### src/rtl/im2col_macros.svh
`ifndef IM2COL_MACROS_SVH
`define IM2COL_MACROS_SVH

// DMA register block map
`define IM2COL_DMA_BASE       32'h0003_0000
`define IM2COL_DMA_CH_SIZE    32'h0000_0100
`define IM2COL_DMA_CH_NUM     4

`define IM2COL_FIFO_DEPTH     4  // Descriptors queued ahead of the loader

// Per-channel register offsets
`define IM2COL_OFS_SRC_PTR     32'h00
`define IM2COL_OFS_DST_PTR     32'h04
`define IM2COL_OFS_SIZE_D1     32'h0C
`define IM2COL_OFS_SIZE_D2     32'h10
`define IM2COL_OFS_INC_SRC_D1  32'h18
`define IM2COL_OFS_INC_SRC_D2  32'h1C
`define IM2COL_OFS_TOP_PAD     32'h3C
`define IM2COL_OFS_BOTTOM_PAD  32'h40
`define IM2COL_OFS_RIGHT_PAD   32'h44
`define IM2COL_OFS_LEFT_PAD    32'h48

`endif

### src/rtl/im2col_pkg.sv
`include "im2col_macros.svh"

package im2col_pkg;

  localparam int unsigned ChIdxW = (`IM2COL_DMA_CH_NUM > 1) ? $clog2(`IM2COL_DMA_CH_NUM) : 1;

  typedef logic [ChIdxW-1:0] ch_idx_t;

  typedef struct packed {
    logic [31:0] src_ptr;      // Byte address of the input tensor
    logic [31:0] dst_ptr;      // Byte address of the column buffer
    logic [15:0] iw;
    logic [15:0] ih;
    logic [7:0]  fw;
    logic [7:0]  fh;
    logic [7:0]  num_ch;
    logic [7:0]  batch;
    logic [7:0]  stride_d1;
    logic [7:0]  stride_d2;
    logic [5:0]  pad_top;
    logic [5:0]  pad_bottom;
    logic [5:0]  pad_left;
    logic [5:0]  pad_right;
    logic [15:0] n_patches_w;
    logic [15:0] n_patches_h;
  } im2col_cfg_t;

  typedef struct packed {
    logic [31:0] src_ptr;
    logic [31:0] dst_ptr;
    logic [31:0] inc_src_d1;   // Copy of stride_d1
    logic [31:0] inc_src_d2;
    logic [31:0] n_zeros_top;
    logic [31:0] n_zeros_bottom;
    logic [31:0] n_zeros_left;
    logic [31:0] n_zeros_right;
    logic [31:0] size_d1;
    logic [31:0] size_d2;
  } im2col_desc_t;

  typedef struct packed {
    logic [15:0] w_offset;
    logic [15:0] h_offset;
    logic [15:0] im_c;
    logic [15:0] batch_idx;
  } im2col_offsets_t;

  typedef struct packed {
    logic        req;
    logic [31:0] addr;
    logic [31:0] wdata;
  } bus_req_t;

  typedef enum logic [2:0] {
    P_IDLE,
    P_FMIN,
    P_COORD,
    P_ZEROS,
    P_SIZE,
    P_PTR,
    P_PUSH
  } param_state_e;

  typedef enum logic [1:0] {
    L_IDLE,
    L_REQ,
    L_ACK,
    L_POP
  } load_state_e;

endpackage

### src/rtl/im2col_channel_tracker.sv
`timescale 1ns/100ps
`include "im2col_macros.svh"

module im2col_channel_tracker import im2col_pkg::*; (
  input  logic                          clk_i,
  input  logic                          rst_ni,
  input  logic                          claim_i,
  input  ch_idx_t                       claim_ch_i,
  input  logic [`IM2COL_DMA_CH_NUM-1:0] dma_done_i,
  output ch_idx_t                       free_ch_o,
  output logic                          any_free_o,
  output logic                          all_free_o
);

  localparam int unsigned ChNum = `IM2COL_DMA_CH_NUM;

  logic [ChNum-1:0] busy_q;
  logic [ChNum-1:0] busy_d;

  always_comb begin
    busy_d = busy_q & ~dma_done_i;  // Done pulse frees the channel
    if (claim_i) begin
      busy_d[claim_ch_i] = 1'b1;
    end
  end

  always_ff @(posedge clk_i or negedge rst_ni) begin
    if (!rst_ni) begin
      busy_q <= '0;
    end else begin
      busy_q <= busy_d;
    end
  end

  // Scan downwards so the lowest free index wins
  always_comb begin
    free_ch_o = '0;
    for (int i = ChNum - 1; i >= 0; i--) begin
      if (!busy_q[i]) begin
        free_ch_o = ch_idx_t'(i);
      end
    end
  end

  assign any_free_o = ~&busy_q;
  assign all_free_o = ~|busy_q;

  assert property (@(posedge clk_i) disable iff (!rst_ni) claim_i |-> !busy_q[claim_ch_i]);

endmodule

### config.mk
export PLATFORM = sky130hd
export DESIGN_NAME = im2col_channel_tracker
export DESIGN_NICKNAME = d
export VERILOG_FILES = /design/src/rtl/im2col_pkg.sv /design/src/rtl/im2col_channel_tracker.sv
export VERILOG_INCLUDE_DIRS = /design/src /design/src/rtl
export SDC_FILE = /design/constraint.sdc
export NUM_CORES = 1
export LEC_CHECK = 0
export BUFFER_PORTS_ARGS = -buffer_cell sky130_fd_sc_hd__buf_4
export CORE_AREA = 4 4 41 43
export DETAILED_ROUTE_END_ITERATION = 10
export DIE_AREA = 0 0 45 47
export PLACE_DENSITY = 0.45
export SLEW_MARGIN = 30
export SYNTH_ARGS = -nofsm -noshare
export SYNTH_HDL_FRONTEND = slang
export SYNTH_SLANG_ARGS = --single-unit
### constraint.sdc
create_clock -name clk_i -period 1 [get_ports clk_i]
set_input_delay 0.15 -clock clk_i [delete_from_list [all_inputs] [get_ports clk_i]]
set_output_delay 0.15 -clock clk_i [all_outputs]
set_load 0.005 [all_outputs]
After elaboration in Yosys (flattened, before gate mapping)
Index checks and enable logic that the tools add are counted.
- register bits: 4
- output and inout bits: 4
- word-level logic and storage cells: 18
- magnitude comparators: 2
- mux-type cells: 7
- bitwise gates (word level): 3
- reduce and logical (&&, ||, !) cells: 5
- operators with widths (operator ; number):
    two-way mux 2 bit ; 4
    AND 4 bit ; 1
    two-way mux 4 bit ; 1
    inverter 4 bit ; 1
    bitwise OR 4 bit ; 1
    AND reduction 4 bit ; 1
    OR reduction 4 bit ; 1
    less-than comparator 2 x 3 -> 1 bit (second input constant) ; 1
    demux 1 bit (select 2 bit) ; 1
    >= comparator 2 x 1 -> 1 bit (second input constant) ; 1
    logical NOT 1 bit ; 2
    logical AND 1 bit ; 1
    two-way mux 1 bit ; 1

Logic depth before layout (Yosys ltp)
- depth in word-level cells: 6
- depth in mapped cells: 2
- gate-level depth less buffers: 2

Worst setup path before layout
Ideal clock, no wire load.
- kind: register -> output
- start point: register busy_q[1]
- end point: output all_free_o
- arrival: 700 ps
- slack: 150 ps
- stages on the path, launching flop included: 2
- path through: dfrtp_1 > nor4_1
- longest elaborated chain between the ends: 2
- RTL lines (what ; RTL line ; source):
    start, declared ; im2col_channel_tracker.sv:17 ; logic [ChNum-1:0] busy_q;
    start signal, assigned ; im2col_channel_tracker.sv:31 ; busy_q <= busy_d;
    OR reduction 4 bit ; im2col_channel_tracker.sv:46 ; assign all_free_o = ~|busy_q;
    logical NOT 1 bit ; im2col_channel_tracker.sv:46 ;
    end, declared ; im2col_channel_tracker.sv:12 ; output logic all_free_o
No other way between the ends.

Worst setup path in the final report
- start point: register busy_q[0]
- end point: output all_free_o
Same word-level chain as after synthesis.

==> reports/metrics.csv <==
stage;metric;value;unit
synth;post-synthesis register bit count;4;
setup_path;Arr. time, crit path;1.04;ns
pwr;Leak;0.000177;uW
worst_hold_path;Hold Path Stages;2;
sta;Final Critical Period;1.19;ns
drt;DRC;0;
cts;Root Driver;clkbuf_4;
grt;initial antenna violation count;0;
finish;most frequent cells in the layout;15 x buf_4, 4 x o22ai_1, 4 x inv_1;
finish;Layout Nets;50;
grt;total grt overflow;0;
setup_path;CP max FO;3;
synth;cells after synthesis;20;
sta;Max Clk Rate;0.837;GHz
sta;Slew Viols, Final;0;
grt;first-pass GRT wire length;883;um
setup_path;r2r setup slk;0.18;ns
cts;H-tree depth;1;
setup_path;WP depth;2;
finish;# diodes;0;
floorplan;Vert. Die Dim;47;um
synth;largest cells by area after synthesis;dfrtp_1 52%, o22ai_1 13%, inv_1 9.7%, a211oi_2 6.5%, nand2b_1 6.5%;
cts;Longest Clk Path Bufs;2;
synth;Synth area leader;dfrtp_1;
sta;final setup margin;-0.194;ns
synth;Seq/Total Area, Yosys;0.516;
floorplan;die footprint;0.00212;mm^2
drt;routed vias;219;
setup_path;FF-to-FF End;busy_q[2];
sta;post-route setup TNS;-0.620;ns
cts;Worst-path clk slew;0.03;ns
place;IO buf count;12;
setup_path;Req. time, crit path;0.85;ns
sta;Setup Viol. Count Final;4;
setup_path;slowest library cell on the worst path;dfrtp_1;
finish;max reg flops;4;
worst_hold_path;Hold Crit Class;in -> reg;
job;max_cap viols;0;
synth;syn_area_per_cell;9.70;um^2
place;GP Congestion;0.723;
floorplan;row count;13;
cts;Clock Latency Late Sink;0.23;ns
cts;TritonCTS Buffers;3;
setup_path;CP endpoint kind;primary output;
synth;Cell variety after synth;9;
synth;syn nets;29;
drt;Routed WL per cell;9.63;um
status;failing checks;setup timing;
grt;GRT Resource Usage Total;0.0690;
sta;fin crit share;1.19;
setup_path;beginning of the worst register-to-register path;busy_q[2];
setup_path;CP Cell Sequence;nor4_2 > buf_4;
setup_path;Reg2Reg Depth;3;
cts;CTS tree;done;
finish;most common cell after layout, fill and taps aside;buf_4;
finish;largest register by flop count;busy_q;
finish;Layout area overhead;92.9;%
grt;number of global-route vias before repair;207;
status;status;finished, violations left;
finish;share of layout cells above drive strength 1;0.641;
pwr;Peak VDD IR;470;uV
floorplan;area of the core;0.00130;mm^2
setup_path;crit path to;all_free_o;
floorplan;Starting Density;0.149;
sta;RSZ-0062 raised after global routing;true;
drt;Total Wirelength;520;um
place;Post-Place Worst Slack;0.0294;ns
setup_path;Worst path max stage delay;0.41;ns
sta;final hold vios;0;
finish;biggest regs;busy_q x4;
drt;First DRT Iteration DRCs;1;
floorplan;Die Span X;45;um
setup_path;CP startpoint;busy_q[0];
grt;largest net degree at the start of global routing;6;
setup_path;Crit path buffers/inverters;1;
setup_path;Largest delay share family, worst path;flip-flops;
setup_path;critical path class;reg -> out;
drt;drt first pass iters;3;
setup_path;Worst Setup Start Kind;register;
sta;Final Skew;0;ns
sta;Slew Limit Headroom;0.878;
synth;Mapped Area;194;um^2
drt;final antenna-violating net count;0;
pwr;Pwr Density;1320;mW/mm^2
synth;top cell type's share of synthesized area;0.516;
synth;Yosys Warn Count;0;
floorplan;num ports;13;
cts;clk sink count;4;
drt;Vias/cell;4.06;
sta;Worst Tran Pin Value;0.182;ns
final cells by class:
| type | instances | area [um^2] |
|---|---|---|
| well taps | 15 | 18.8 |
| fillers | 149 | 927 |
| flip-flops and latches | 4 | 103 |
| multi-input cells | 11 | 88.8 |
| clock buffers | 3 | 22.5 |
| inverters | 5 | 18.8 |
| repair buffers | 16 | 123 |
per-layer routing:
| metal | track usage | routed length (um) | up-vias |
|---|---|---|---|
| li1 | - | - | 110 |
| met5 | 0 | 0 | - |
| met4 | 0.0702 | 0 | 0 |
| met2 | 0.0678 | 197 | 15 |
| met1 | 0.0805 | 256 | 94 |
| met3 | 0.0613 | 67 | 0 |
per-stage QoR:
stage	hold WS, ns	total power, uW	std cells	util	instance area, um^2
after floorplan	-0.146	222	20	-	194
after global placement	-0.0516	273	47	0.233	303
after detailed placement	-0.0504	275	47	0.233	303
after CTS	0.0933	490	53	0.269	350
after global routing	0.0801	539	54	0.288	374
final	0.101	494	54	0.288	374
synthesized netlist by cell type:
cell type  count
inv_1          5
dfrtp_1        4
o22ai_1        4
nand2b_1       2
a211oi_2       1
a21oi_2        1
nand2_1        1
nand4_1        1
nor4_1         1
report_power, final:
group	total [uW]	leakage (uW)	switching, uW	internal (uW)
sequential	196	0.0000493	19.3	177
combinational	105	0.000114	36.4	68.3
clock	193	0.0000138	59.5	134
total	494	0.000177	115	379
worst min-delay path by stage:
stage,start,endpoint
3_3_place_gp,rst_ni,busy_q[3]
4_1_cts,dma_done_i[0],busy_q[0]
3_5_place_dp,rst_ni,busy_q[0]
6_report,dma_done_i[2],busy_q[2]
2_1_floorplan,rst_ni,busy_q[0]
5_1_grt,dma_done_i[0],busy_q[0]
what timing repair did:
item	4_1_cts	5_1_grt
hold endpoints to repair	4	0
buffers inserted	2	1
hold buffers	1	0
resized for setup	0	5
pin swaps	1	1
setup endpoints to repair	4	4
kinds of logic after synthesis:
family | count (synthesis) | synth area share
AO/OA/AOI/OAI | 6 | 0.239
buffers and inverters | 5 | 0.0968
AND/OR/NAND/NOR | 5 | 0.148
flip-flops | 4 | 0.516
Note: power is estimated with default switching activity, not from simulation.
