==> src/rtl/im2col_macros.svh <==
`ifndef IM2COL_MACROS_SVH
`define IM2COL_MACROS_SVH

// DMA register block map
`define IM2COL_DMA_BASE       32'h0003_0000
`define IM2COL_DMA_CH_SIZE    32'h0000_0100
`define IM2COL_DMA_CH_NUM     4

`define IM2COL_FIFO_DEPTH     4  // Descriptors queued ahead of the loader

// Per-channel register offsets
`define IM2COL_OFS_SRC_PTR     32'h00
`define IM2COL_OFS_DST_PTR     32'h04
`define IM2COL_OFS_SIZE_D1     32'h0C
`define IM2COL_OFS_SIZE_D2     32'h10
`define IM2COL_OFS_INC_SRC_D1  32'h18
`define IM2COL_OFS_INC_SRC_D2  32'h1C
`define IM2COL_OFS_TOP_PAD     32'h3C
`define IM2COL_OFS_BOTTOM_PAD  32'h40
`define IM2COL_OFS_RIGHT_PAD   32'h44
`define IM2COL_OFS_LEFT_PAD    32'h48

`endif

==> src/rtl/im2col_pkg.sv <==
`include "im2col_macros.svh"

package im2col_pkg;

  localparam int unsigned ChIdxW = (`IM2COL_DMA_CH_NUM > 1) ? $clog2(`IM2COL_DMA_CH_NUM) : 1;

  typedef logic [ChIdxW-1:0] ch_idx_t;

  typedef struct packed {
    logic [31:0] src_ptr;      // Byte address of the input tensor
    logic [31:0] dst_ptr;      // Byte address of the column buffer
    logic [15:0] iw;
    logic [15:0] ih;
    logic [7:0]  fw;
    logic [7:0]  fh;
    logic [7:0]  num_ch;
    logic [7:0]  batch;
    logic [7:0]  stride_d1;
    logic [7:0]  stride_d2;
    logic [5:0]  pad_top;
    logic [5:0]  pad_bottom;
    logic [5:0]  pad_left;
    logic [5:0]  pad_right;
    logic [15:0] n_patches_w;
    logic [15:0] n_patches_h;
  } im2col_cfg_t;

  typedef struct packed {
    logic [31:0] src_ptr;
    logic [31:0] dst_ptr;
    logic [31:0] inc_src_d1;   // Copy of stride_d1
    logic [31:0] inc_src_d2;
    logic [31:0] n_zeros_top;
    logic [31:0] n_zeros_bottom;
    logic [31:0] n_zeros_left;
    logic [31:0] n_zeros_right;
    logic [31:0] size_d1;
    logic [31:0] size_d2;
  } im2col_desc_t;

  typedef struct packed {
    logic [15:0] w_offset;
    logic [15:0] h_offset;
    logic [15:0] im_c;
    logic [15:0] batch_idx;
  } im2col_offsets_t;

  typedef struct packed {
    logic        req;
    logic [31:0] addr;
    logic [31:0] wdata;
  } bus_req_t;

  typedef enum logic [2:0] {
    P_IDLE,
    P_FMIN,
    P_COORD,
    P_ZEROS,
    P_SIZE,
    P_PTR,
    P_PUSH
  } param_state_e;

  typedef enum logic [1:0] {
    L_IDLE,
    L_REQ,
    L_ACK,
    L_POP
  } load_state_e;

endpackage

==> src/rtl/im2col_offset_counter.sv <==
`timescale 1ns/100ps

module im2col_offset_counter import im2col_pkg::*; (
  input  logic            clk_i,
  input  logic            rst_ni,
  input  im2col_cfg_t     cfg_i,
  input  logic            clear_i,
  input  logic            step_i,
  output im2col_offsets_t offs_o,
  output logic            last_o
);

  im2col_offsets_t offs_q;
  logic            b_last;
  logic            w_last;
  logic            h_last;
  logic            c_last;

  assign b_last = offs_q.batch_idx == 16'(cfg_i.batch) - 16'd1;
  assign w_last = offs_q.w_offset == 16'(cfg_i.fw) - 16'd1;
  assign h_last = offs_q.h_offset == 16'(cfg_i.fh) - 16'd1;
  assign c_last = offs_q.im_c == 16'(cfg_i.num_ch) - 16'd1;

  // Batch is innermost, then w, then h, channel outermost
  always_ff @(posedge clk_i or negedge rst_ni) begin
    if (!rst_ni) begin
      offs_q <= '0;
    end else if (clear_i) begin
      offs_q <= '0;
    end else if (step_i) begin
      if (b_last) begin
        offs_q.batch_idx <= '0;
        if (w_last) begin
          offs_q.w_offset <= '0;
          if (h_last) begin
            offs_q.h_offset <= '0;
            offs_q.im_c     <= offs_q.im_c + 16'd1;
          end else begin
            offs_q.h_offset <= offs_q.h_offset + 16'd1;
          end
        end else begin
          offs_q.w_offset <= offs_q.w_offset + 16'd1;
        end
      end else begin
        offs_q.batch_idx <= offs_q.batch_idx + 16'd1;
      end
    end
  end

  assign offs_o = offs_q;
  assign last_o = b_last && w_last && h_last && c_last;

  assert property (@(posedge clk_i) disable iff (!rst_ni) !(step_i && clear_i));

endmodule

==> config.mk <==
export PLATFORM = sky130hd
export DESIGN_NAME = im2col_offset_counter
export DESIGN_NICKNAME = d
export VERILOG_FILES = /design/src/rtl/im2col_pkg.sv /design/src/rtl/im2col_offset_counter.sv
export VERILOG_INCLUDE_DIRS = /design/src /design/src/rtl
export SDC_FILE = /design/constraint.sdc
export NUM_CORES = 1
export LEC_CHECK = 0
export BUFFER_PORTS_ARGS = -buffer_cell sky130_fd_sc_hd__buf_2
export CORE_MARGIN = 2
export CORE_UTILIZATION = 40
export CTS_CLUSTER_DIAMETER = 100
export DETAILED_ROUTE_END_ITERATION = 10
export HOLD_SLACK_MARGIN = 0.1
export PLACE_DENSITY = 0.86
export SETUP_SLACK_MARGIN = 0.5
export SYNTH_ARGS = -nofsm -noshare
export SYNTH_HDL_FRONTEND = slang
export SYNTH_SLANG_ARGS = --single-unit
==> constraint.sdc <==
create_clock -name clk_i -period 3.1 [get_ports clk_i]
set_input_delay 0 -clock clk_i [delete_from_list [all_inputs] [get_ports clk_i]]
set_output_delay 0 -clock clk_i [all_outputs]
set_load 0.05 [all_outputs]
* Word level (Yosys, flattened, before mapping)
Index checks and enable logic that the tools add are counted. W data, S select, Z words.
Word-level totals: bits in registers 64, latch bits 0, bits in writable memories 0, bits in read-only memories 0, bits of input ports 204, output and inout port bits 65, word-level logic and storage cells 34, memories kept 0
Cells by class: add/sub/neg operators 8, $mul 0, div/mod/pow operators 0, $lt $le $gt $ge 0, equal/unequal tests 4, shifts and indexed selects 0, muxes and demuxes 8, bitwise operators 0, reduce and logical (&&, ||, !) cells 10
Operators by type and width (count):
- $mux W64 | 2
- $add A16 B1 Y16 const B | 4
- $eq A16 B16 Y1 | 4
- $mux W16 | 4
- $mux W48 | 1
- $sub A8 B1 Y9 const B | 4
- $mux W32 | 1
- $reduce_bool A2 Y1 | 4
- $reduce_and A4 Y1 | 1
- $logic_and A1 B1 Y1 | 3
- $reduce_and A3 Y1 | 1
- $reduce_and A2 Y1 | 1

* Logic depth before layout (Yosys ltp)
depth in word-level cells 7, mapped depth 13

* Worst setup path before layout
Ideal clock, no wire load.
kind register to output, start reg offs_q, in the netlist offs_o[56], end out last_o, arrival time 3.520 ns, path slack -0.420 ns, stages on the path, launching flop included 8, buffers on the path 1, cells stage by stage dfrtp_1 -> or4_1 -> a211oi_1 -> a41oi_1 -> or4_1 -> or4_1 -> clkbuf_2 -> nor3_1
On the way: cells in the longest elaborated chain, start to end 4
RTL lines:
- start, declared | line im2col_offset_counter.sv:13 | im2col_offsets_t offs_q;
- $eq A16 B16 Y1 | line im2col_offset_counter.sv:20 | assign w_last = offs_q.w_offset == 16'(cfg_i.fw) - 16'd1;
- $logic_and A1 B1 Y1 (3 in a row) | line im2col_offset_counter.sv:51 | assign last_o = b_last && w_last && h_last && c_last;
- end, declared | line im2col_offset_counter.sv:10 | output logic last_o
Every way passes these cells.

* Worst setup path after layout
start reg offs_q, in the netlist offs_o[62], end reg offs_q, in the netlist offs_o[25]
On the way: cells in the longest elaborated chain, start to end 3
RTL lines (line):
- $eq A16 B16 Y1 | im2col_offset_counter.sv:20
- $reduce_bool A2 Y1 (no line)
- $reduce_and A4 Y1 (no line)
Every way passes these cells. A chain may end at the register's enable or synchronous reset.

==> run_results.csv <==
group,metric,value,unit
status,status,"finished with violations",
status,failed_checks,"setup timing",
logic_synthesis,synth_cell_types,55,
logic_synthesis,sequential_area_share_after_synthesis,0.357,
power,power.combinational.fraction,0.152,
logic_synthesis,post_synth_main_area_contributors,"sky130_fd_sc_hd__dfrtp_1 (36%), sky130_fd_sc_hd__xor2_1 (7.2%), sky130_fd_sc_hd__o21ai_0 (5.6%)",
layout,area_delta_synth_final,41.3,%
route,ant_nets,0,
placement,dp.final_hpwl,9580,um
clocking,buffer_levels_on_the_longest_clock_path,2,
grt,grt.total_usage,0.236,
logic_synthesis,yosys_warns,0,
route,first_pass_iters,6,
clocking,cts_inserted_buffers,9,
critical_path,critical_path_arrival,3.44,ns
timing,finalCritPeriodShare,1.02,
critical_path,regToRegEndpoint,"offs_o[25]",
logic_synthesis,synth.net_count,759,
route,drcViolationCount,0,
critical_path,cp_data_required_time,3.38,ns
floorplanning,boundary_pin_count,269,
timing,worst-slew-pin-transition,1.00,ns
power,power_frac_clock,0.443,
timing,report.final.slew_viol_count,0,
critical_path,worstPathCellList,"or4_4 > a211oi_4 > a41oi_2 > or4_4 > or4_4 > or3_4 > or3_1 > a21oi_1",
layout,nets,910,
critical_path,crit_path_end_kind,"flop",
clocking,cts_tree,"yes",
power,vdd_drop_max,0.205,mV
power,p_leak,2.78,nW
route,drt-vias-per-instance,5.95,
layout,largest_register_ffs,64,
grt,largest_net_degree_at_the_start_of_global_routing,39,
clocking,clk_transition_reported_paths,0.09,ns
layout,area_used_by_multi_input_combinational_logic,3200,um^2
critical_path,reg2reg_depth,8,
critical_path,critical_path.max_fanout,6,
timing,fmaxAchievable,316,MHz
logic_synthesis,synth-async-reset-ratio,1.00,
critical_path,crit_path_frequent_cell,"sky130_fd_sc_hd__or4_4",
logic_synthesis,synth_top_flop_cell,"sky130_fd_sc_hd__dfrtp_1",
logic_synthesis,synthTopCellsByCount,"sky130_fd_sc_hd__dfrtp_1 (64), sky130_fd_sc_hd__o21ai_0 (50), sky130_fd_sc_hd__nand2_1 (49), sky130_fd_sc_hd__nor2_1 (42), sky130_fd_sc_hd__xor2_1 (37)",
logic_synthesis,synth-edff-count,0,
timing,layout_min_cycle_time,3.16,ns
power,internal-power,0.00151,W
clocking,htree_levels,3,
timing,fin_setup_tns,-0.430,ns
layout,share_of_cells_above_drive_strength_1,0.364,
critical_path,cpMaxStageDelayCell,"sky130_fd_sc_hd__or4_4",
clocking,cts.sink_count,64,
grt,grt_pass1_vias,4626,
placement,io_buffers,100,
floorplanning,die_area,12100,um^2
power,p_seq_frac,0.405,
timing,worst_slew_margin_relative_to_its_limit,0.327,
grt,globalRouteOverflowTotal,0,
timing,final-setup-viol-count,11,
grt,global_route_wire_length_before_repair,22600,um
job,max_cap_violations,0,
floorplanning,fp-row-count,38,
timing,hold_fails_final_rpt,0,
layout,seqCellArea,1620,um^2
grt,antenna_found_initial,0,
timing,hold_ws,0.315,ns
layout,final.fill_count,865,
logic_synthesis,synth_top_cell_area_share,0.357,
power,swShare,0.287,
logic_synthesis,postSynthAreaPerCell,8.21,um^2
logic_synthesis,synthCells,547,
critical_path,crit_path_start,"offs_o[62]",
critical_path,critical_path.startpoint_type,"flop",
route,wire_per_inst,17.7,um
critical_path,crit_type,"reg2reg",
timing,unrepaired_setup_endpoints_after_global_routing,"true",
layout,insertedDiodeCount,0,
min_path,holdCritPathClass,"in2async",
critical_path,r2r_start,"offs_o[62]",
critical_path,rrSetupSlack,-0.06,ns
critical_path,setup.worst_path.end,"offs_o[25]",
logic_synthesis,yosys.area.top_type,"sky130_fd_sc_hd__dfrtp_1",
route,dr_total_vias,5016,
power,power.density_cell_area,333,nW/um^2
floorplanning,placeableCoreArea,10900,um^2
critical_path,critical_path.max_stage_delay,0.55,ns
timing,setup_clock_skew_after_layout,0.0166,ns
route,drt_iter0_drc,338,
logic_synthesis,synth.cell_area,4490,um^2
logic_synthesis,synth-seq-cells,64,
route,detail_route.wirelength,14900,um
placement,place_congestion,0.901,
clocking,clk-insertion-delay-late,0.35,ns
floorplanning,floorplan.initialDensity,0.412,
power,total_switching_power,0.000607,W
logic_synthesis,post-synth-top-count-cell,"sky130_fd_sc_hd__dfrtp_1",
timing,fin_ws,-0.0617,ns
floorplanning,floorplan.die.height,110,um
floorplanning,die_w,110,um
clocking,cell_at_the_root_of_the_clock_tree,"sky130_fd_sc_hd__clkbuf_8",
[power groups by stage]
stage | clock (W) | combinational, W | sequential [W]
after detailed placement | 0 | 0.000263 | 0.000872
after global placement | 0 | 0.000257 | 0.000871
after CTS | 0.000941 | 0.000290 | 0.000855
after global routing | 0.000979 | 0.000349 | 0.000858
after floorplan | 0 | 0.000119 | 0.000899
final | 0.000937 | 0.000323 | 0.000856
[per-stage QoR]
step / cell area, um^2 / setup WS (ns) / std cells / total power, W / util
detailed placement: 5420 / -0.0820 / 808 / 0.00113 / 0.498
floorplan: 4530 / -0.240 / 547 / 0.00102 / -
global route: 6340 / -0.137 / 843 / 0.00219 / 0.583
CTS: 5970 / -0.0106 / 840 / 0.00209 / 0.548
global placement: 5420 / -0.0324 / 808 / 0.00113 / 0.498
finish: 6340 / -0.0617 / 843 / 0.00212 / 0.583
[logic make-up after synthesis]
family,count (synthesis),share of synthesized area
muxes,1,0.00251
buffers and inverters,39,0.0348
DFF,64,0.357
and+or+nand+nor,254,0.303
xor gates and xnor gates,62,0.121
AOI/OAI and AO/OA,119,0.160
adders and majority gates,8,0.0223
[worst min path at each step]
stage	startpoint	endpoint	slack [ns]	depth (start not counted)
6_report	rst_ni	offs_o[42]	0.31	2
3_3_place_gp	rst_ni	offs_o[44]	0.17	1
5_1_grt	rst_ni	offs_o[42]	0.38	2
4_1_cts	rst_ni	offs_o[44]	0.36	2
2_1_floorplan	rst_ni	offs_o[0]	-0.30	0
3_5_place_dp	rst_ni	offs_o[44]	0.18	1
[placed cells by master, fill, tap and decap left out, drive strengths merged, types with 4 or more instances in the layout]
master	count
or2	4
nor3	11
or4	8
inv	21
nand2	49
o21ai	51
dfrtp	64
clkbuf	9
ha	8
and2	5
buf	154
o211ai	4
nor2	42
a21oi	28
nor4	16
nand2b	16
or3	20
nand3	28
nor2b	6
o31ai	16
and3	19
nand4	19
xnor2	25
nand3b	5
xor2	37
[layout make-up]
type	count	area share
clock buffer	9	0.0195
clock inverter	7	0.0197
inverter	19	0.0112
multi-input combinational	447	0.504
sequential	64	0.256
tap	140	0.0276
timing repair buffer	157	0.162
[critical path: cells and delay by family, from the launching register on]
kind            cells  cell delay, ns
flops               1            0.40
simple gates        5            2.24
compound gates      3            0.45
[routing by layer]
| layer | wire [um] | track usage |
|---|---|---|
| met3 | 1140 | 0.0492 |
| met5 | 0 | 0 |
| met4 | 364 | 0.0949 |
| met2 | 7490 | 0.377 |
| met1 | 5920 | 0.312 |
[what timing repair did]
item | 4_1_cts | 5_1_grt
cloned | 4 | 0
setup buffers | 9 | 3
hold buffers | 3 | 0
resized for setup | 43 | 87
pin swaps | 4 | 35
endpoints found under the setup margin | 49 | 51
endpoints found under the hold margin | 54 | 0
(Power assumes the default switching activity.)
