### config.mk
export PLATFORM = sky130hd
export DESIGN_NAME = im2col_dma_loader
export DESIGN_NICKNAME = d
export VERILOG_FILES = /design/src/rtl/im2col_pkg.sv /design/src/rtl/im2col_dma_loader.sv
export VERILOG_INCLUDE_DIRS = /design/src /design/src/rtl
export SDC_FILE = /design/constraint.sdc
export NUM_CORES = 1
export LEC_CHECK = 0
export ABC_AREA = 1
export ABC_CLOCK_PERIOD_IN_PS = 3500
export BUFFER_PORTS_ARGS = -buffer_cell sky130_fd_sc_hd__buf_4
export CAP_MARGIN = 20
export CORE_AREA = 2 2 154 156
export CTS_BUF_LIST = sky130_fd_sc_hd__clkbuf_2 sky130_fd_sc_hd__clkbuf_4 sky130_fd_sc_hd__clkbuf_8
export DETAILED_ROUTE_END_ITERATION = 10
export DIE_AREA = 0 0 156 158
export GPL_ROUTABILITY_DRIVEN = 0
export HOLD_SLACK_MARGIN = 0.08
export SLEW_MARGIN = 20
export SYNTH_ARGS = -nofsm -noshare
export SYNTH_HDL_FRONTEND = slang
export SYNTH_SLANG_ARGS = --single-unit
### constraint.sdc
create_clock -name clk_i -period 3.5 [get_ports clk_i]
set_input_delay 0.7 -clock clk_i [delete_from_list [all_inputs] [get_ports clk_i]]
set_output_delay 0.7 -clock clk_i [all_outputs]
set_load 0.005 [all_outputs]
### src/rtl/im2col_macros.svh
`ifndef IM2COL_MACROS_SVH
`define IM2COL_MACROS_SVH

// DMA register block map
`define IM2COL_DMA_BASE       32'h0003_0000
`define IM2COL_DMA_CH_SIZE    32'h0000_0100
`define IM2COL_DMA_CH_NUM     4

`define IM2COL_FIFO_DEPTH     4  // Descriptors queued ahead of the loader

// Per-channel register offsets
`define IM2COL_OFS_SRC_PTR     32'h00
`define IM2COL_OFS_DST_PTR     32'h04
`define IM2COL_OFS_SIZE_D1     32'h0C
`define IM2COL_OFS_SIZE_D2     32'h10
`define IM2COL_OFS_INC_SRC_D1  32'h18
`define IM2COL_OFS_INC_SRC_D2  32'h1C
`define IM2COL_OFS_TOP_PAD     32'h3C
`define IM2COL_OFS_BOTTOM_PAD  32'h40
`define IM2COL_OFS_RIGHT_PAD   32'h44
`define IM2COL_OFS_LEFT_PAD    32'h48

`endif

### src/rtl/im2col_pkg.sv
`include "im2col_macros.svh"

package im2col_pkg;

  localparam int unsigned ChIdxW = (`IM2COL_DMA_CH_NUM > 1) ? $clog2(`IM2COL_DMA_CH_NUM) : 1;

  typedef logic [ChIdxW-1:0] ch_idx_t;

  typedef struct packed {
    logic [31:0] src_ptr;      // Byte address of the input tensor
    logic [31:0] dst_ptr;      // Byte address of the column buffer
    logic [15:0] iw;
    logic [15:0] ih;
    logic [7:0]  fw;
    logic [7:0]  fh;
    logic [7:0]  num_ch;
    logic [7:0]  batch;
    logic [7:0]  stride_d1;
    logic [7:0]  stride_d2;
    logic [5:0]  pad_top;
    logic [5:0]  pad_bottom;
    logic [5:0]  pad_left;
    logic [5:0]  pad_right;
    logic [15:0] n_patches_w;
    logic [15:0] n_patches_h;
  } im2col_cfg_t;

  typedef struct packed {
    logic [31:0] src_ptr;
    logic [31:0] dst_ptr;
    logic [31:0] inc_src_d1;   // Copy of stride_d1
    logic [31:0] inc_src_d2;
    logic [31:0] n_zeros_top;
    logic [31:0] n_zeros_bottom;
    logic [31:0] n_zeros_left;
    logic [31:0] n_zeros_right;
    logic [31:0] size_d1;
    logic [31:0] size_d2;
  } im2col_desc_t;

  typedef struct packed {
    logic [15:0] w_offset;
    logic [15:0] h_offset;
    logic [15:0] im_c;
    logic [15:0] batch_idx;
  } im2col_offsets_t;

  typedef struct packed {
    logic        req;
    logic [31:0] addr;
    logic [31:0] wdata;
  } bus_req_t;

  typedef enum logic [2:0] {
    P_IDLE,
    P_FMIN,
    P_COORD,
    P_ZEROS,
    P_SIZE,
    P_PTR,
    P_PUSH
  } param_state_e;

  typedef enum logic [1:0] {
    L_IDLE,
    L_REQ,
    L_ACK,
    L_POP
  } load_state_e;

endpackage

### src/rtl/im2col_dma_loader.sv
`timescale 1ns/100ps
`include "im2col_macros.svh"

module im2col_dma_loader import im2col_pkg::*; (
  input  logic         clk_i,
  input  logic         rst_ni,
  input  im2col_desc_t desc_i,
  input  logic         empty_i,
  output logic         pop_o,
  input  ch_idx_t      free_ch_i,
  input  logic         any_free_i,
  output logic         claim_o,
  output bus_req_t     bus_o,
  input  logic         bus_ack_i,
  output logic         idle_o
);

  load_state_e state_q;
  ch_idx_t     ch_q;
  logic [3:0]  idx_q;   // Register number within the descriptor
  bus_req_t    bus_q;
  logic [31:0] ch_base;
  logic [31:0] reg_ofs;
  logic [31:0] reg_data;

  assign ch_base = `IM2COL_DMA_BASE + 32'(ch_q) * `IM2COL_DMA_CH_SIZE;

  // Write order expected by the DMA channel
  always_comb begin
    unique case (idx_q)
      4'd0:    reg_ofs = `IM2COL_OFS_TOP_PAD;
      4'd1:    reg_ofs = `IM2COL_OFS_BOTTOM_PAD;
      4'd2:    reg_ofs = `IM2COL_OFS_LEFT_PAD;
      4'd3:    reg_ofs = `IM2COL_OFS_RIGHT_PAD;
      4'd4:    reg_ofs = `IM2COL_OFS_SRC_PTR;
      4'd5:    reg_ofs = `IM2COL_OFS_DST_PTR;
      4'd6:    reg_ofs = `IM2COL_OFS_INC_SRC_D1;
      4'd7:    reg_ofs = `IM2COL_OFS_INC_SRC_D2;
      4'd8:    reg_ofs = `IM2COL_OFS_SIZE_D2;
      default: reg_ofs = `IM2COL_OFS_SIZE_D1;  // Last write starts the channel
    endcase
  end

  always_comb begin
    unique case (idx_q)
      4'd0:    reg_data = desc_i.n_zeros_top;
      4'd1:    reg_data = desc_i.n_zeros_bottom;
      4'd2:    reg_data = desc_i.n_zeros_left;
      4'd3:    reg_data = desc_i.n_zeros_right;
      4'd4:    reg_data = desc_i.src_ptr;
      4'd5:    reg_data = desc_i.dst_ptr;
      4'd6:    reg_data = desc_i.inc_src_d1;
      4'd7:    reg_data = desc_i.inc_src_d2;
      4'd8:    reg_data = desc_i.size_d2;
      default: reg_data = desc_i.size_d1;
    endcase
  end

  assign claim_o = (state_q == L_IDLE) && !empty_i && any_free_i;
  assign pop_o   = state_q == L_POP;
  assign idle_o  = state_q == L_IDLE;

  always_ff @(posedge clk_i or negedge rst_ni) begin
    if (!rst_ni) begin
      state_q <= L_IDLE;
      ch_q    <= '0;
      idx_q   <= '0;
      bus_q   <= '0;
    end else begin
      unique case (state_q)
        L_IDLE: begin
          if (claim_o) begin
            ch_q    <= free_ch_i;
            idx_q   <= '0;
            state_q <= L_REQ;
          end
        end
        L_REQ: begin
          if (!bus_q.req) begin
            bus_q.req   <= 1'b1;
            bus_q.addr  <= ch_base + reg_ofs;
            bus_q.wdata <= reg_data;
          end else if (bus_ack_i) begin
            bus_q.req <= 1'b0;  // Addr and data held until ack drops
            state_q   <= L_ACK;
          end
        end
        L_ACK: begin
          if (!bus_ack_i) begin
            if (idx_q == 4'd9) begin
              state_q <= L_POP;
            end else begin
              idx_q   <= idx_q + 4'd1;
              state_q <= L_REQ;
            end
          end
        end
        L_POP:   state_q <= L_IDLE;
        default: state_q <= L_IDLE;
      endcase
    end
  end

  assign bus_o = bus_q;

  // Payload holds from the request until ack falls
  assert property (@(posedge clk_i) disable iff (!rst_ni)
    (bus_q.req || bus_ack_i) |=> $stable(bus_q.addr) && $stable(bus_q.wdata));

  // Responder must have released ack before a new request
  assert property (@(posedge clk_i) disable iff (!rst_ni) $rose(bus_q.req) |-> !bus_ack_i);

endmodule

Yosys cells after proc, flatten, opt, wreduce, memory -nomap -nowiden:

Memories as Yosys holds them, arrays and structs flattened.
Cells that the tools add are included.

* memories: 1
* bits of input ports: 327
* register bits after elaboration: 73
* output and inout port bits: 68
* ROM bits: 80
* word-level logic and storage cells: 51

* muxes and demuxes: 13
* bitwise logic cells: 1
* reductions and logical operators: 10
* add/subtract/negate cells: 3
* equal/unequal tests: 17

Memories
* (no name shown): words 16, width 5, rd ports 1, clocked after memory_dff 0, wr ports 0, RTL line im2col_dma_loader.sv:30 `unique case (idx_q)`

Operators by type and width (count)
* $pmux 32 s9: 1
* $add 19x32->32: 1
* $add 18x10->19 const A: 1
* $eq 4x3->1 const B: 4
* $mux 4: 3
* $mux 2: 5
* $ne 2x2->1 const B: 5
* $eq 4x2->1 const B: 2
* $eq 4x4->1 const B: 2
* $pmux 2 s4: 1
* $pmux 4 s2: 1
* $reduce_and 4->1: 2
* $add 4x1->4 const B: 1
* $eq 2x2->1 const B: 2
* $eq 4x1->1 const B: 1
* $logic_not 4->1: 1
* $reduce_and 2->1: 2
* $eq 2x1->1 const B: 1
* $logic_and 1x1->1: 2
* $logic_not 2->1: 1
* $mux 1: 2
* $reduce_bool 2->1: 1
* $logic_not 1->1: 1
* $not 1->1: 1

Longest topological paths before layout:

* depth in word-level cells: 5
* gate-level depth with buffers: 13
* depth with buffers taken out: 12

Least setup slack after synthesis:

No wires, ideal clock.

* path kind: flip-flop to flip-flop
* start: register idx_q[0]
* end: register bus_q (netlist bit bus_o[12])
* setup time: 0.066 ns
* cell stages (with the launch flop): 13
* required time: 3.434 ns
* period minus slack after synthesis: 1.737 ns
* data arrival time: 1.671 ns
* buffers on the path: 2
* setup slack: 1.763 ns
* path through: dfrtp_1 -> inv_1 -> ha_1 -> clkbuf_1 -> buf_2 -> inv_1 -> nor2_1 -> nand2_1 -> nand3_1 -> nor2_1 -> nand2_1 -> nand2_1 -> nand2_1

* longest elaborated chain between the ends: 2
* elaborated cells between the ends (all ways): 10
* classes of those cells: eq/ne (8); mux (1); reduce/logical (1)

Ends and longest elaborated chain
* from (decl): RTL line im2col_dma_loader.sv:20 `logic [3:0] idx_q;`
* from (signal assigned): RTL line im2col_dma_loader.sv:93 `idx_q <= idx_q + 4'd1;`
* $eq 4x4->1 (tied with other cells): RTL line im2col_dma_loader.sv:45 `unique case (idx_q)`
* $pmux 32 s9 (*): RTL line im2col_dma_loader.sv:45
* to (decl): RTL line im2col_dma_loader.sv:21 `bus_req_t bus_q;`

Mark *: on every way between the ends. The rest lies on a longest branch, timed or not.
A chain may end at the register's enable or synchronous reset.

Worst setup path after layout:

* start: register idx_q[0]
* end: register bus_q (netlist bit bus_o[6])

Same word-level chain as after synthesis.

==> metrics.txt <==
worst-case vdd ir drop 247 uV; total negative setup slack 0 ns; unrepaired setup endpoints after global routing no; CTS HTree Levels 2; synth warn 0; Max Fclk 384 MHz; CP arrival 2.88 ns; Die Area 24600 sq um; die height 158 um; Yosys top cell by area nand2_1; GRT Overall Usage 0.238; CP endpoint kind register; Syn Area/Cell 5.52 sq um; area delta synth->final 57.7%; placed standard-cell area 8210 sq um; Starting DRT DRC Count 572; initial antenna violation count 1; Via Count 7543; Seq/Total Area, Yosys 0.233; die extent in x 156 um; CTS buffer count 5; worst endpoint required time 3.78 ns; Rel. slew slack 0.356; largest fanout on the critical path 32; num rows 56; CP Launch Type register; antenna viol nets, final 0; WHS 0.427 ns; crit path time final 2.61 ns; GRT Residual Overflow 0; Syn Inst Count 952; ranking of synthesized cells by area nand2_1 (29%), dfrtp_1 (23%), nand3_1 (16%), nand4_1 (8.9%), nor2_1 (5.4%); hold bufs inserted after CTS 0; Seq cells post-synth 49; Initial Utilization 0.228; Netlist cell types 26; final period utilization 0.744; CTS Sinks 49; CTS Root Buffer Type clkbuf_8; IO buf count 371; PD cells 500 nW/um^2; DR vias/cell 4.81; CTS Buffer Depth 2; Main synth FF type dfrtp_1; final instance area 8290 sq um; Filler cells 2591; Post-Route WL 30700 um; Worst Tran Pin Value 0.962 ns; Core Region 23100 sq um; # setup viols final 0; vias in the first global route 7196; Post-CTS Setup Inserts 0; share of layout cells above drive strength 1 0.325; flop-to-flop setup slack 0.89 ns; run status complete, no violations; Synth Cell Area 5260 sq um; Wirelength per Cell 19.6 um; Max Slew Vio Count 0; Clk Latency, worst-skew pair 0.33 ns; Setup Crit Path Kind reg -> reg; Setup Skew 0.0131 ns; drc violations 0; cts repair resizes 0; CTS tree done; DPL Wire Length 23400 um; hold crit path type in -> async; clock-pin slew on the worst setup and hold paths 0.11 ns; Post-synth EDFFs 0; I/O pin count 395; top cell type's share of synthesized area 0.291; maxcap violations 0; first-pass GRT wire length 43500 um; nets 1608; footprint of the multi-input gates 3480 sq um; Post-synth ARST share 1.00; DRT Pass-1 Iters 5; endpoints failing hold 0; largest net degree at the start of global routing 52; FF/Latch Area 1230 sq um; Leakage Power 4.66 nW
logic make-up after synthesis:
group           synth area share
buf+inv                    0.130
compound gates            0.0197
other cells             0.000713
simple gates               0.601
xor+xnor                 0.00333
flops                      0.233
fa+ha+maj                 0.0119
sequential cells by signal, summed over array words and instances, names as in the netlist:
name / count
state_q: 2
idx_q: 4
bus_o: 41
ch_q: 2
report_power, final:
part | switching (mW) | leakage, nW | total, mW | internal [mW]
Combinational | 1.64 | 4.01 | 2.76 | 1.12
Clock | 0.237 | 0.0439 | 0.376 | 0.139
Sequential | 0.179 | 0.603 | 1.01 | 0.831
critical path, cell delays in order, from the launching register on:
cell,delay (ns)
dfrtp_1,0.45
inv_1,0.15
ha_1,0.24
buf_4,0.27
inv_1,0.11
nor2_2,0.06
nor2_4,0.69
nand4_1,0.29
nand2_1,0.14
nand2_1,0.06
nand2_1,0.06
cell usage after synthesis, types with 2 or more instances:
cell type and count:
o31ai_1 2, a21oi_1 3, inv_1 48, nor2_4 2, inv_2 4, ha_1 5, o21ai_0 11, nand3_1 165
buf_2 29, buf_1 11, nor2_2 3, nand4_1 75, buf_4 26, nand2_1 407, nor2_1 76, dfrtp_1 49
clkbuf_1 27
layout by cell type (no fill, tap or decap), types with 2 or more instances in the layout:
cell type | netlist | routed
nand2_1 | 407 | 406
buf_4 | 26 | 386
nand3_1 | 165 | 165
nand4_1 | 75 | 75
nor2_1 | 76 | 74
inv_1 | 48 | 48
dfrtp_1 | 49 | 48
conb_1 | 1 | 23
o21ai_0 | 11 | 11
clkbuf_8 | 0 | 5
inv_2 | 4 | 4
nor2_4 | 2 | 4
nor2_2 | 3 | 3
a21oi_1 | 3 | 3
ha_2 | 0 | 3
o31ai_1 | 2 | 2
ha_1 | 5 | 2
clkinv_2 | 0 | 2
routing by layer:
layer | vias up | track usage | routed length (um)
met1 | 3432 | 0.306 | 12900
met2 | 382 | 0.398 | 14500
met4 | 0 | 0.0760 | 842
li1 | 3686 | - | -
met3 | 43 | 0.0528 | 2520
met5 | - | 0 | 0
through the flow:
| stage | power [mW] | utilization | worst slack, ns | std cells |
|---|---|---|---|---|
| finish | 4.15 | 0.360 | 0.895 | 1568 |
| global route | 4.53 | 0.360 | 0.677 | 1568 |
| CTS | 4.18 | 0.360 | 0.925 | 1567 |
| detailed placement | 3.79 | 0.356 | 0.948 | 1559 |
| global placement | 3.75 | 0.355 | 0.934 | 1558 |
| floorplan | 2.42 | - | 1.76 | 974 |
layout make-up:
class / count / area share
clock buffer: 5 / 0.00830
inverter: 53 / 0.0240
tap: 290 / 0.0437
clock inverter: 3 / 0.00211
timing repair buffer: 388 / 0.354
sequential: 49 / 0.148
multi-input combinational: 779 / 0.420
antenna: 1 / 0.000302
final timing paths:
kind / startpoint / to / cells after the start
min in group clk_i: bus_o[36]$_DFFE_PN0P_ / bus_o[36]$_DFFE_PN0P_ / 2
worst min-delay path: rst_ni / bus_o[35]$_DFFE_PN0P_ / 1
worst max register to register: idx_q[0]$_DFFE_PN0P_ / bus_o[6]$_DFFE_PN0P_ / 10
max in group asynchronous: rst_ni / idx_q[2]$_DFFE_PN0P_ / 1
worst max-delay path: idx_q[0]$_DFFE_PN0P_ / bus_o[6]$_DFFE_PN0P_ / 10
worst min register to register: bus_o[36]$_DFFE_PN0P_ / bus_o[36]$_DFFE_PN0P_ / 2
Note: power is estimated with default switching activity, not from simulation.
