File: src/rtl/im2col_macros.svh
`ifndef IM2COL_MACROS_SVH
`define IM2COL_MACROS_SVH

// DMA register block map
`define IM2COL_DMA_BASE       32'h0003_0000
`define IM2COL_DMA_CH_SIZE    32'h0000_0100
`define IM2COL_DMA_CH_NUM     4

`define IM2COL_FIFO_DEPTH     4  // Descriptors queued ahead of the loader

// Per-channel register offsets
`define IM2COL_OFS_SRC_PTR     32'h00
`define IM2COL_OFS_DST_PTR     32'h04
`define IM2COL_OFS_SIZE_D1     32'h0C
`define IM2COL_OFS_SIZE_D2     32'h10
`define IM2COL_OFS_INC_SRC_D1  32'h18
`define IM2COL_OFS_INC_SRC_D2  32'h1C
`define IM2COL_OFS_TOP_PAD     32'h3C
`define IM2COL_OFS_BOTTOM_PAD  32'h40
`define IM2COL_OFS_RIGHT_PAD   32'h44
`define IM2COL_OFS_LEFT_PAD    32'h48

`endif

File: src/rtl/im2col_desc_fifo.sv
`timescale 1ns/100ps
`include "im2col_macros.svh"

module im2col_desc_fifo #(
  parameter type payload_t = logic [31:0]
) (
  input  logic     clk_i,
  input  logic     rst_ni,
  input  logic     push_i,
  input  payload_t data_i,
  output logic     full_o,
  input  logic     pop_i,
  output payload_t data_o,
  output logic     empty_o
);

  localparam int unsigned Depth = `IM2COL_FIFO_DEPTH;
  localparam int unsigned PtrW  = (Depth > 1) ? $clog2(Depth) : 1;

  payload_t        mem_q [Depth];
  logic [PtrW-1:0] wr_ptr_q;
  logic [PtrW-1:0] rd_ptr_q;
  logic [PtrW:0]   count_q;

  always_ff @(posedge clk_i or negedge rst_ni) begin
    if (!rst_ni) begin
      wr_ptr_q <= '0;
      rd_ptr_q <= '0;
      count_q  <= '0;
    end else begin
      if (push_i) begin
        wr_ptr_q <= (wr_ptr_q == PtrW'(Depth - 1)) ? '0 : wr_ptr_q + 1'b1;
      end
      if (pop_i) begin
        rd_ptr_q <= (rd_ptr_q == PtrW'(Depth - 1)) ? '0 : rd_ptr_q + 1'b1;
      end
      count_q <= count_q + (PtrW + 1)'(push_i) - (PtrW + 1)'(pop_i);
    end
  end

  always_ff @(posedge clk_i) begin
    if (push_i) begin
      mem_q[wr_ptr_q] <= data_i;
    end
  end

  assign data_o  = mem_q[rd_ptr_q];  // Head is visible without a pop
  assign full_o  = count_q == (PtrW + 1)'(Depth);
  assign empty_o = count_q == '0;

  assert property (@(posedge clk_i) disable iff (!rst_ni) !(push_i && full_o));
  assert property (@(posedge clk_i) disable iff (!rst_ni) !(pop_i && empty_o));

endmodule

File: config.mk
export PLATFORM = sky130hd
export DESIGN_NAME = im2col_desc_fifo
export DESIGN_NICKNAME = d
export VERILOG_FILES = /design/src/rtl/im2col_desc_fifo.sv
export VERILOG_INCLUDE_DIRS = /design/src /design/src/rtl
export SDC_FILE = /design/constraint.sdc
export NUM_CORES = 1
export LEC_CHECK = 0
export ABC_AREA = 0
export ABC_CLOCK_PERIOD_IN_PS = 2000
export BUFFER_PORTS_ARGS = -buffer_cell sky130_fd_sc_hd__buf_2
export CAP_MARGIN = 10
export CORE_MARGIN = 1
export CORE_UTILIZATION = 45
export CTS_BUF_LIST = sky130_fd_sc_hd__clkbuf_2
export DETAILED_ROUTE_END_ITERATION = 12
export SKIP_LAST_GASP = 1
export SLEW_MARGIN = 20
export SYNTH_ARGS = -nofsm -noshare
export SYNTH_HDL_FRONTEND = slang
export SYNTH_SLANG_ARGS = --single-unit
File: constraint.sdc
create_clock -name clk_i -period 2 [get_ports clk_i]
set_input_delay 0 -clock clk_i [delete_from_list [all_inputs] [get_ports clk_i]]
set_output_delay 0 -clock clk_i [all_outputs]
set_load 0.05 [all_outputs]
# Yosys cells after proc, flatten, opt, wreduce, memory -nomap -nowiden
# Memories as Yosys holds them, arrays and structs flattened.
# Index checks and enable logic that the tools add are counted.
[classes] n_addsub=4 eq_ne=3 mux=4 reduce_logical=1
[op_table] op="adder 2 x 1 -> 2 bit (second input constant)" count=2
[op_table] op="== test 2 bit (second input constant)" count=2
[op_table] op="two-way mux 2 bit" count=2
[op_table] op="adder 3 x 1 -> 3 bit" count=1
[op_table] op="== test 3 bit (second input constant)" count=1
[op_table] op="zero test 3 bit" count=1
[op_table] op="subtractor 3 x 1 -> 3 bit" count=1
[op_table] op="two-way mux 1 bit" count=2
[totals] reg_bits=7 ram_bits=128 input_bits=36 output_inout_bits=34 elab_cells=16 memories=1
[mem_list] name="mem_q" words=4 word_bits=32 read_ports=1 rd_clocked_by_memory_dff=0 wr=1 line="im2col_desc_fifo.sv:20" source="payload_t mem_q [Depth];"

# Depth between registers and ports, before layout
# Gate-level depths: netlist (run 1).
[logic_depth] word_depth=2 mapped_depth=6 mapped_depth_nobuf=6

# Worst setup path after synthesis (run 1)
# Ideal clock, no wire load.
[synth_timing] path_kind="register -> register" start="reg wr_ptr_q[0]" end="mem mem_q[2][0] (netlist name) (enable)" t_arrival_ps=1408 required_ps=1608 slack_ps=200 stages_incl_launch_ff=4 n_path_buf=0 synth_period_minus_slack_ps=1800 path_cell_list="dfrtp_1 -> inv_1 -> ha_1 -> and2_1"
[synth_rtl] element="start: declaration" line="im2col_desc_fifo.sv:21" source="logic [PtrW-1:0] wr_ptr_q;"
[synth_rtl] element="start signal: assignment" line="im2col_desc_fifo.sv:32" source="wr_ptr_q <= (wr_ptr_q == PtrW'(Depth - 1)) ? '0 : wr_ptr_q + 1'b1;"
[synth_rtl] element="end: declaration" line="im2col_desc_fifo.sv:20"
# Straight into the memory's write port.

==> results of run 1 <==
## cell type report
class                      instances  area, um^2  area share [%]
sequential                       135        4026           61.00
timing repair buffer             129        1195           18.10
multi-input combinational         55       935.9           14.18
tap                              140       175.2           2.654
clock inverter                    13       155.1           2.351
clock buffer                      18       90.09           1.365
inverter                           6       22.52          0.3412
## worst reg2reg max path, cell delays in order, from the launching register on
cell     delay, ns
dfrtp_1       0.45
inv_1         0.12
ha_1          0.15
and2_2        0.31
buf_4         0.27
## power groups by stage
| stage | clock (W) | combinational (W) | sequential [W] |
|---|---|---|---|
| final | 0.00163 | 0.00470 | 0.00383 |
| after global routing | 0.00180 | 0.00496 | 0.00388 |
| after CTS | 0.00168 | 0.00438 | 0.00382 |
| after detailed placement | 0 | 0.00380 | 0.00396 |
| after global placement | 0 | 0.00376 | 0.00394 |
| after floorplan | 0 | 0.00311 | 0.00380 |
## metrics by stage
stage / utilization, % / cell area (um^2)
5_1_grt: 60.35 / 6600
6_report: 60.35 / 6600
3_3_place_gp: 51.83 / 5668
4_1_cts: 58.72 / 6421
3_5_place_dp: 51.83 / 5668
2_1_floorplan: - / 5077
## cell usage in the layout (no fill, tap or decap), types with 2 or more instances in the layout
master and count:
clkbuf_16 2, dfrtp_4 2, clkinvlp_4 3, dfrtp_1 5, mux2_2 2, buf_12 5, mux4_2 32, and2_2 4
bufinv_16 3, clkinv_1 3, buf_4 13, buf_2 37, buf_6 33, edfxtp_1 128, o21ai_0 2, clkbuf_2 18
inv_6 2, dlygate4sd3_1 39, inv_1 6, ha_1 7
## logic make-up (layout without fill, tap and decap cells)
family | after synthesis | count (layout) | share of synthesized area (%)
AOI/OAI and AO/OA | 2 | 2 | 0.1971
xor gates and xnor gates | 2 | 2 | 0.3451
adders and majority gates | 8 | 8 | 2.119
buffers and inverters | 14 | 166 | 2.218
DFF | 135 | 135 | 79.15
muxes | 34 | 34 | 14.93
and+or+nand+nor | 9 | 9 | 1.035
## flip-flops by register name, summed over array words and instances (netlist names)
signal / cells
mem_q: 128
count_q: 3
rd_ptr_q: 2
wr_ptr_q: 2
## per-layer routing
| layer | global-route usage, % | part of all wire, % |
|---|---|---|
| met2 | 28.03 | 52 |
| met1 | 19.71 | 43 |
| met3 | 5.847 | 3.9 |
| met5 | 0 | 0 |
| met4 | 6.458 | 1.3 |
## worst max path at each step
stage | from | to | slack [ns]
finish | rd_ptr_q[0]$_DFFE_PN0P_ | data_o[12] | -0.13
global route | rd_ptr_q[0]$_DFFE_PN0P_ | data_o[12] | -0.28
CTS | rd_ptr_q[0]$_DFFE_PN0P_ | data_o[15] | -0.20
detailed placement | wr_ptr_q[0]$_DFFE_PN0P_ | mem_q[2][29]$_DFFE_PP_ | 0.42
global placement | rd_ptr_q[0]$_DFFE_PN0P_ | data_o[15] | 0.43
floorplan | wr_ptr_q[0]$_DFFE_PN0P_ | mem_q[2][0]$_DFFE_PP_ | 0.20
## repair_timing
action,in CTS,in global routing
gates cloned,0,2
setup buffers,6,1
setup endpoints to repair,32,32
resized for setup,42,31
endpoints found under the hold margin,164,6
hold buffers,36,3
==> impl_metrics.ini, run 1 <==
[run_status]
status = finished, violations left
failed_checks = setup timing

[logic_synthesis]
avgSynthCellArea_um2 = 24.89
synth_flop_cell = edfxtp_1
yosys.cell_count.top_type = edfxtp_1
ys_seq_area_share_pct = 79.15
yosysUniqueCellTypes = 21
async_flop_share_pct = 5.185
synth_top_cells_by_count = edfxtp_1 (128), mux4_2 (28), dfrtp_1 (7), ha_1 (7), inv_1 (6)
syn_inst = 204
syn_area_um2 = 5077
synth_top_area_cell = edfxtp_1
synth-seq-cells = 135
synth_nets = 248
netlist_top_cells_area = edfxtp_1 (76%), mux4_2 (12%), dfrtp_1 (3.4%), mux4_1 (2.1%), ha_1 (1.7%)
yosys_warnings = 0
netlist.area_leader.share_pct = 75.70
synth_edf_count = 128

[detailed_routing]
via_per_inst = 4.911
drc = 0
num_vias = 2436
dr.pass1.iters = 4
wirelength_um = 9056
post_drt_wl_per_cell_um = 18.26
drt_iter0_drc = 89
ant_nets = 0

[global_routing]
grt_max_degree = 22
grt_pass1_wl_um = 13520
grt_usage_pct = 16.68
overflow = 0
antenna_found_initial = 0
grt_pass1_vias = 2537

[critical_path]
cp.arrival_ns = 2.13
path_class = reg2out
r2r-start = wr_ptr_q[0]$_DFFE_PN0P_
rrSetupSlack_ns = 0.41
endpoint_kind = output pin
cp_num_cells = 3
path_max_fanout = 8
path_buf_inv = 2
path_cells = clkbuf_16 > mux4_2 > buf_6
critPathTopFamily = flip-flops
crit_required_ns = 2.00
r2r_end = mem_q[2][30]$_DFFE_PP_
rr_worst_depth = 4
slowest_delay_ns = 0.60
cp-start-kind = flip-flop
crit_path_top_delay_cell = dfrtp_4

[layout]
drive_above_1_share_pct = 44.66
n_antenna_cell = 0
fill_cells = 792
nNetsFinal = 388
final_cells = 496
syn2layout_area_growth_pct = 29.99

[timing]
max_freq_mhz = 470.4
min_period_ns = 2.126
rsz0062_at_grt = yes
worstMarginPinSlew_ns = 0.3954
setup_viol = 32
setup_slack_ns = -0.1259
clock_skew_ns = 0.02762
final_max_slew_viol_count = 0
hold_viol_final = 0
setup_tns_ns = -3.109
fin_crit_sh_pct = 106.3
whs_ns = 0.1099
slew_headroom_pct = 73.64

[floorplanning]
coreArea_um2 = 10940
chipHeight_um = 108.2
num_rows = 38
start_util_pct = 46.43
die-area_um2 = 11710
io_pins = 70
die_x_um = 108.2

[power_and_ir_drop]
p_per_area_nw_per_um2 = 1539
power.total_w = 0.01016
cellLeakagePower_nw = 2.377
p_switching_w = 0.003832
pwr-share-clk_pct = 16.0
ir_drop_v = 0.0008355
p_int_w = 0.006325
seq_power_share_pct = 37.8
switching_share_pct = 37.73
comb_power_share_pct = 46.2

[worst_hold_path]
holdPathEnd = mem_q[0][8]$_DFFE_PP_
min_from = data_i[8]
hold_class = in2reg
hold-path-cell-count = 2

[placed_design]
port_buffers = 69
globalplace.congestion = 0.6761
dpl.cell_count = 417
dpl_worst_slack_ns = 0.4202
hpwl_um = 5472

[cts]
path_clk_slew_ns = 0.20
cts_tree = done
cts_buffers = 17
h-tree-depth = 4
cts_num_sinks = 135
root_buffer = clkbuf_2
clock_latency_ns = 0.63
clock_path_buffers = 2

[job]
max-cap-violations = 0
Power figures use the tool's default switching activity.
==> run 2, diff against run 1 <==
ABC_CLOCK_PERIOD_IN_PS = 1780   (was 2000)
PLACE_DENSITY = 0.67   (was unset)
clock period = 1.78 ns   (was 2 ns; I/O delays follow)
==> run 2 against run 1 <==
Net effect:
- the run still ends with setup timing left
- design area grew 2.8%
- critical path type unchanged
- clock-buffer cell count is the same
- clock skew shrank 0.0059 ns
- die area is the same
==> impl_metrics.ini, run 2 (same netlist as run 1, synthesis figures left out) <==
[placed_design]
port_buffers = 69
globalplace.congestion = 0.6338
placed_area_um2 = 5690
hpwl_um = 5114

[worst_hold_path]
hold_class = in2reg
min_from = data_i[25]
holdPathEnd = mem_q[1][25]$_DFFE_PP_
hold-path-cell-count = 2

[critical_path]
path_buf_inv = 3
slowest_delay_ns = 0.52
rrSetupSlack_ns = 0.25
crit_path_top_delay_cell = mux4_2
cpMostUsedCell = buf_12
path_cells = buf_12 > buf_12 > mux4_2 > buf_4
endpoint_kind = output pin
cp-start-kind = flip-flop
critPathTopFamily = multiplexers
rr_worst_depth = 6
crit_required_ns = 1.78
r2r_end = count_q[2]$_DFF_PN0_
path_max_fanout = 6
r2r-start = count_q[0]$_DFF_PN0_
path_class = reg2out
cp.arrival_ns = 2.06

[timing]
max_freq_mhz = 486.2
setup_viol = 32
rsz0062_at_grt = yes
slew_headroom_pct = 66.22
setup_tns_ns = -8.000
setup_slack_ns = -0.2768
hold_viol_final = 0
min_period_ns = 2.057
clock_skew_ns = 0.02171
worstMarginPinSlew_ns = 0.5067
final_max_slew_viol_count = 0
fin_crit_sh_pct = 115.5

[floorplanning]
start_util_pct = 46.43
chipHeight_um = 108.2
die_x_um = 108.2
die-area_um2 = 11710
coreArea_um2 = 10940
io_pins = 70
num_rows = 38

[power_and_ir_drop]
cellLeakagePower_nw = 2.455
p_per_area_nw_per_um2 = 1756
ir_drop_v = 0.001098
power.total_w = 0.01192

[layout]
regMostFlops = mem_q
n_antenna_cell = 0
top_regs = mem_q (128), count_q (3)
largest_reg_flops = 128
final_area_um2 = 6788
final_common_cell = edfxtp_1
mostFrequentLayoutCells = edfxtp_1 (128), dlygate4sd3_1 (49), buf_2 (37), mux4_2 (32), buf_6 (32)
drive_above_1_share_pct = 43.65
nNetsFinal = 393
syn2layout_area_growth_pct = 33.69

[run_status]
status = finished, violations left
failed_checks = setup timing

[cts]
cts_buffers = 17
clock_path_buffers = 2
cts_tree = done
clock_latency_ns = 0.66
path_clk_slew_ns = 0.20
root_buffer = clkbuf_2
h-tree-depth = 4
cts_num_sinks = 135

[detailed_routing]
drc = 0
wirelength_um = 9228
drt_iter0_drc = 117
post_drt_wl_per_cell_um = 18.38
num_vias = 2520
via_per_inst = 5.020
dr.pass1.iters = 4
ant_nets = 0

[global_routing]
antenna_found_initial = 0
met1_usage_pct = 20.64
grt_busiest_layer = met2
grt_max_degree = 33
grt_pass1_vias = 2579
grt_usage_pct = 16.49
grt_use_met3_pct = 6.450
grt_pass1_wl_um = 13280
grt_use_met2_pct = 26.43
overflow = 0

[job]
max-cap-violations = 0
-- run 2: cell count changes in the layout (fill, tap and decap cells not counted), sizes merged --
cell / change
clkbuf: +1
bufinv: +2
inv: +1
dlygate4sd3: +10
clkinvlp: -2
buf: -6
-- run 2: how the worst max path moves through the flow --
| stage | start | end | depth (start not counted) |
|---|---|---|---|
| 6_report | rd_ptr_q[0]$_DFFE_PN0P_ | data_o[8] | 4 |
| 5_1_grt | rd_ptr_q[0]$_DFFE_PN0P_ | data_o[7] | 4 |
| 4_1_cts | rd_ptr_q[0]$_DFFE_PN0P_ | data_o[4] | 3 |
| 3_5_place_dp | wr_ptr_q[0]$_DFFE_PN0P_ | mem_q[3][26]$_DFFE_PP_ | 2 |
| 3_3_place_gp | wr_ptr_q[0]$_DFFE_PN0P_ | mem_q[3][28]$_DFFE_PP_ | 2 |
| 2_1_floorplan | wr_ptr_q[1]$_DFFE_PN0P_ | mem_q[1][0]$_DFFE_PP_ | 3 |
-- run 2: cell type report --
| cell class | instances | area, um^2 |
|---|---|---|
| fill | 800 | 4148 |
| sequential | 135 | 4021 |
| timing repair buffer | 134 | 1321 |
| multi-input combinational | 55 | 937.1 |
| clock inverter | 14 | 220.2 |
| tap | 140 | 175.2 |
| clock buffer | 18 | 90.09 |
| inverter | 6 | 22.52 |
-- run 2: what timing repair did --
action                                  4_1_cts  5_1_grt
gates resized for setup                      13       74
endpoints found under the setup margin       32       44
hold endpoints to repair                    209       10
setup buffers                                 1        1
gates cloned                                  0        4
hold buffers                                 44        5
pin swaps                                     0        0
-- run 2: layer usage --
layer	wire, um	vias to the layer above
li1	-	1152
met1	3863	1288
met2	4834	71
met3	447	9
met4	82	0
met5	0	-
-- run 2: power breakdown --
group	internal (W)	leakage (nW)	switching [W]
logic	0.00233	1.02	0.00311
clock network	0.00108	0.179	0.00112
registers	0.00408	1.26	0.000183
total	0.00750	2.45	0.00442
-- run 2: per-stage QoR --
step | utilization [%] | cells | setup slack (ns) | hold slack, ns
after global routing | 62.07 | 502 | -0.4184 | -0.002259
after CTS | 59.27 | 492 | -0.4003 | 0.0005501
after global placement | 52.04 | 415 | 0.09434 | -0.1595
after detailed placement | 52.04 | 415 | 0.06743 | -0.1584
final | 62.07 | 502 | -0.2768 | 0.07785
after floorplan | - | 204 | 0.005098 | -0.2956
-- run 2: worst register-to-register path: stages, from the launching register on --
cell	delay, ns
dfrtp_1	0.38
inv_1	0.05
ha_1	0.26
inv_1	0.04
ha_1	0.19
fa_1	0.39
xnor2_1	0.14
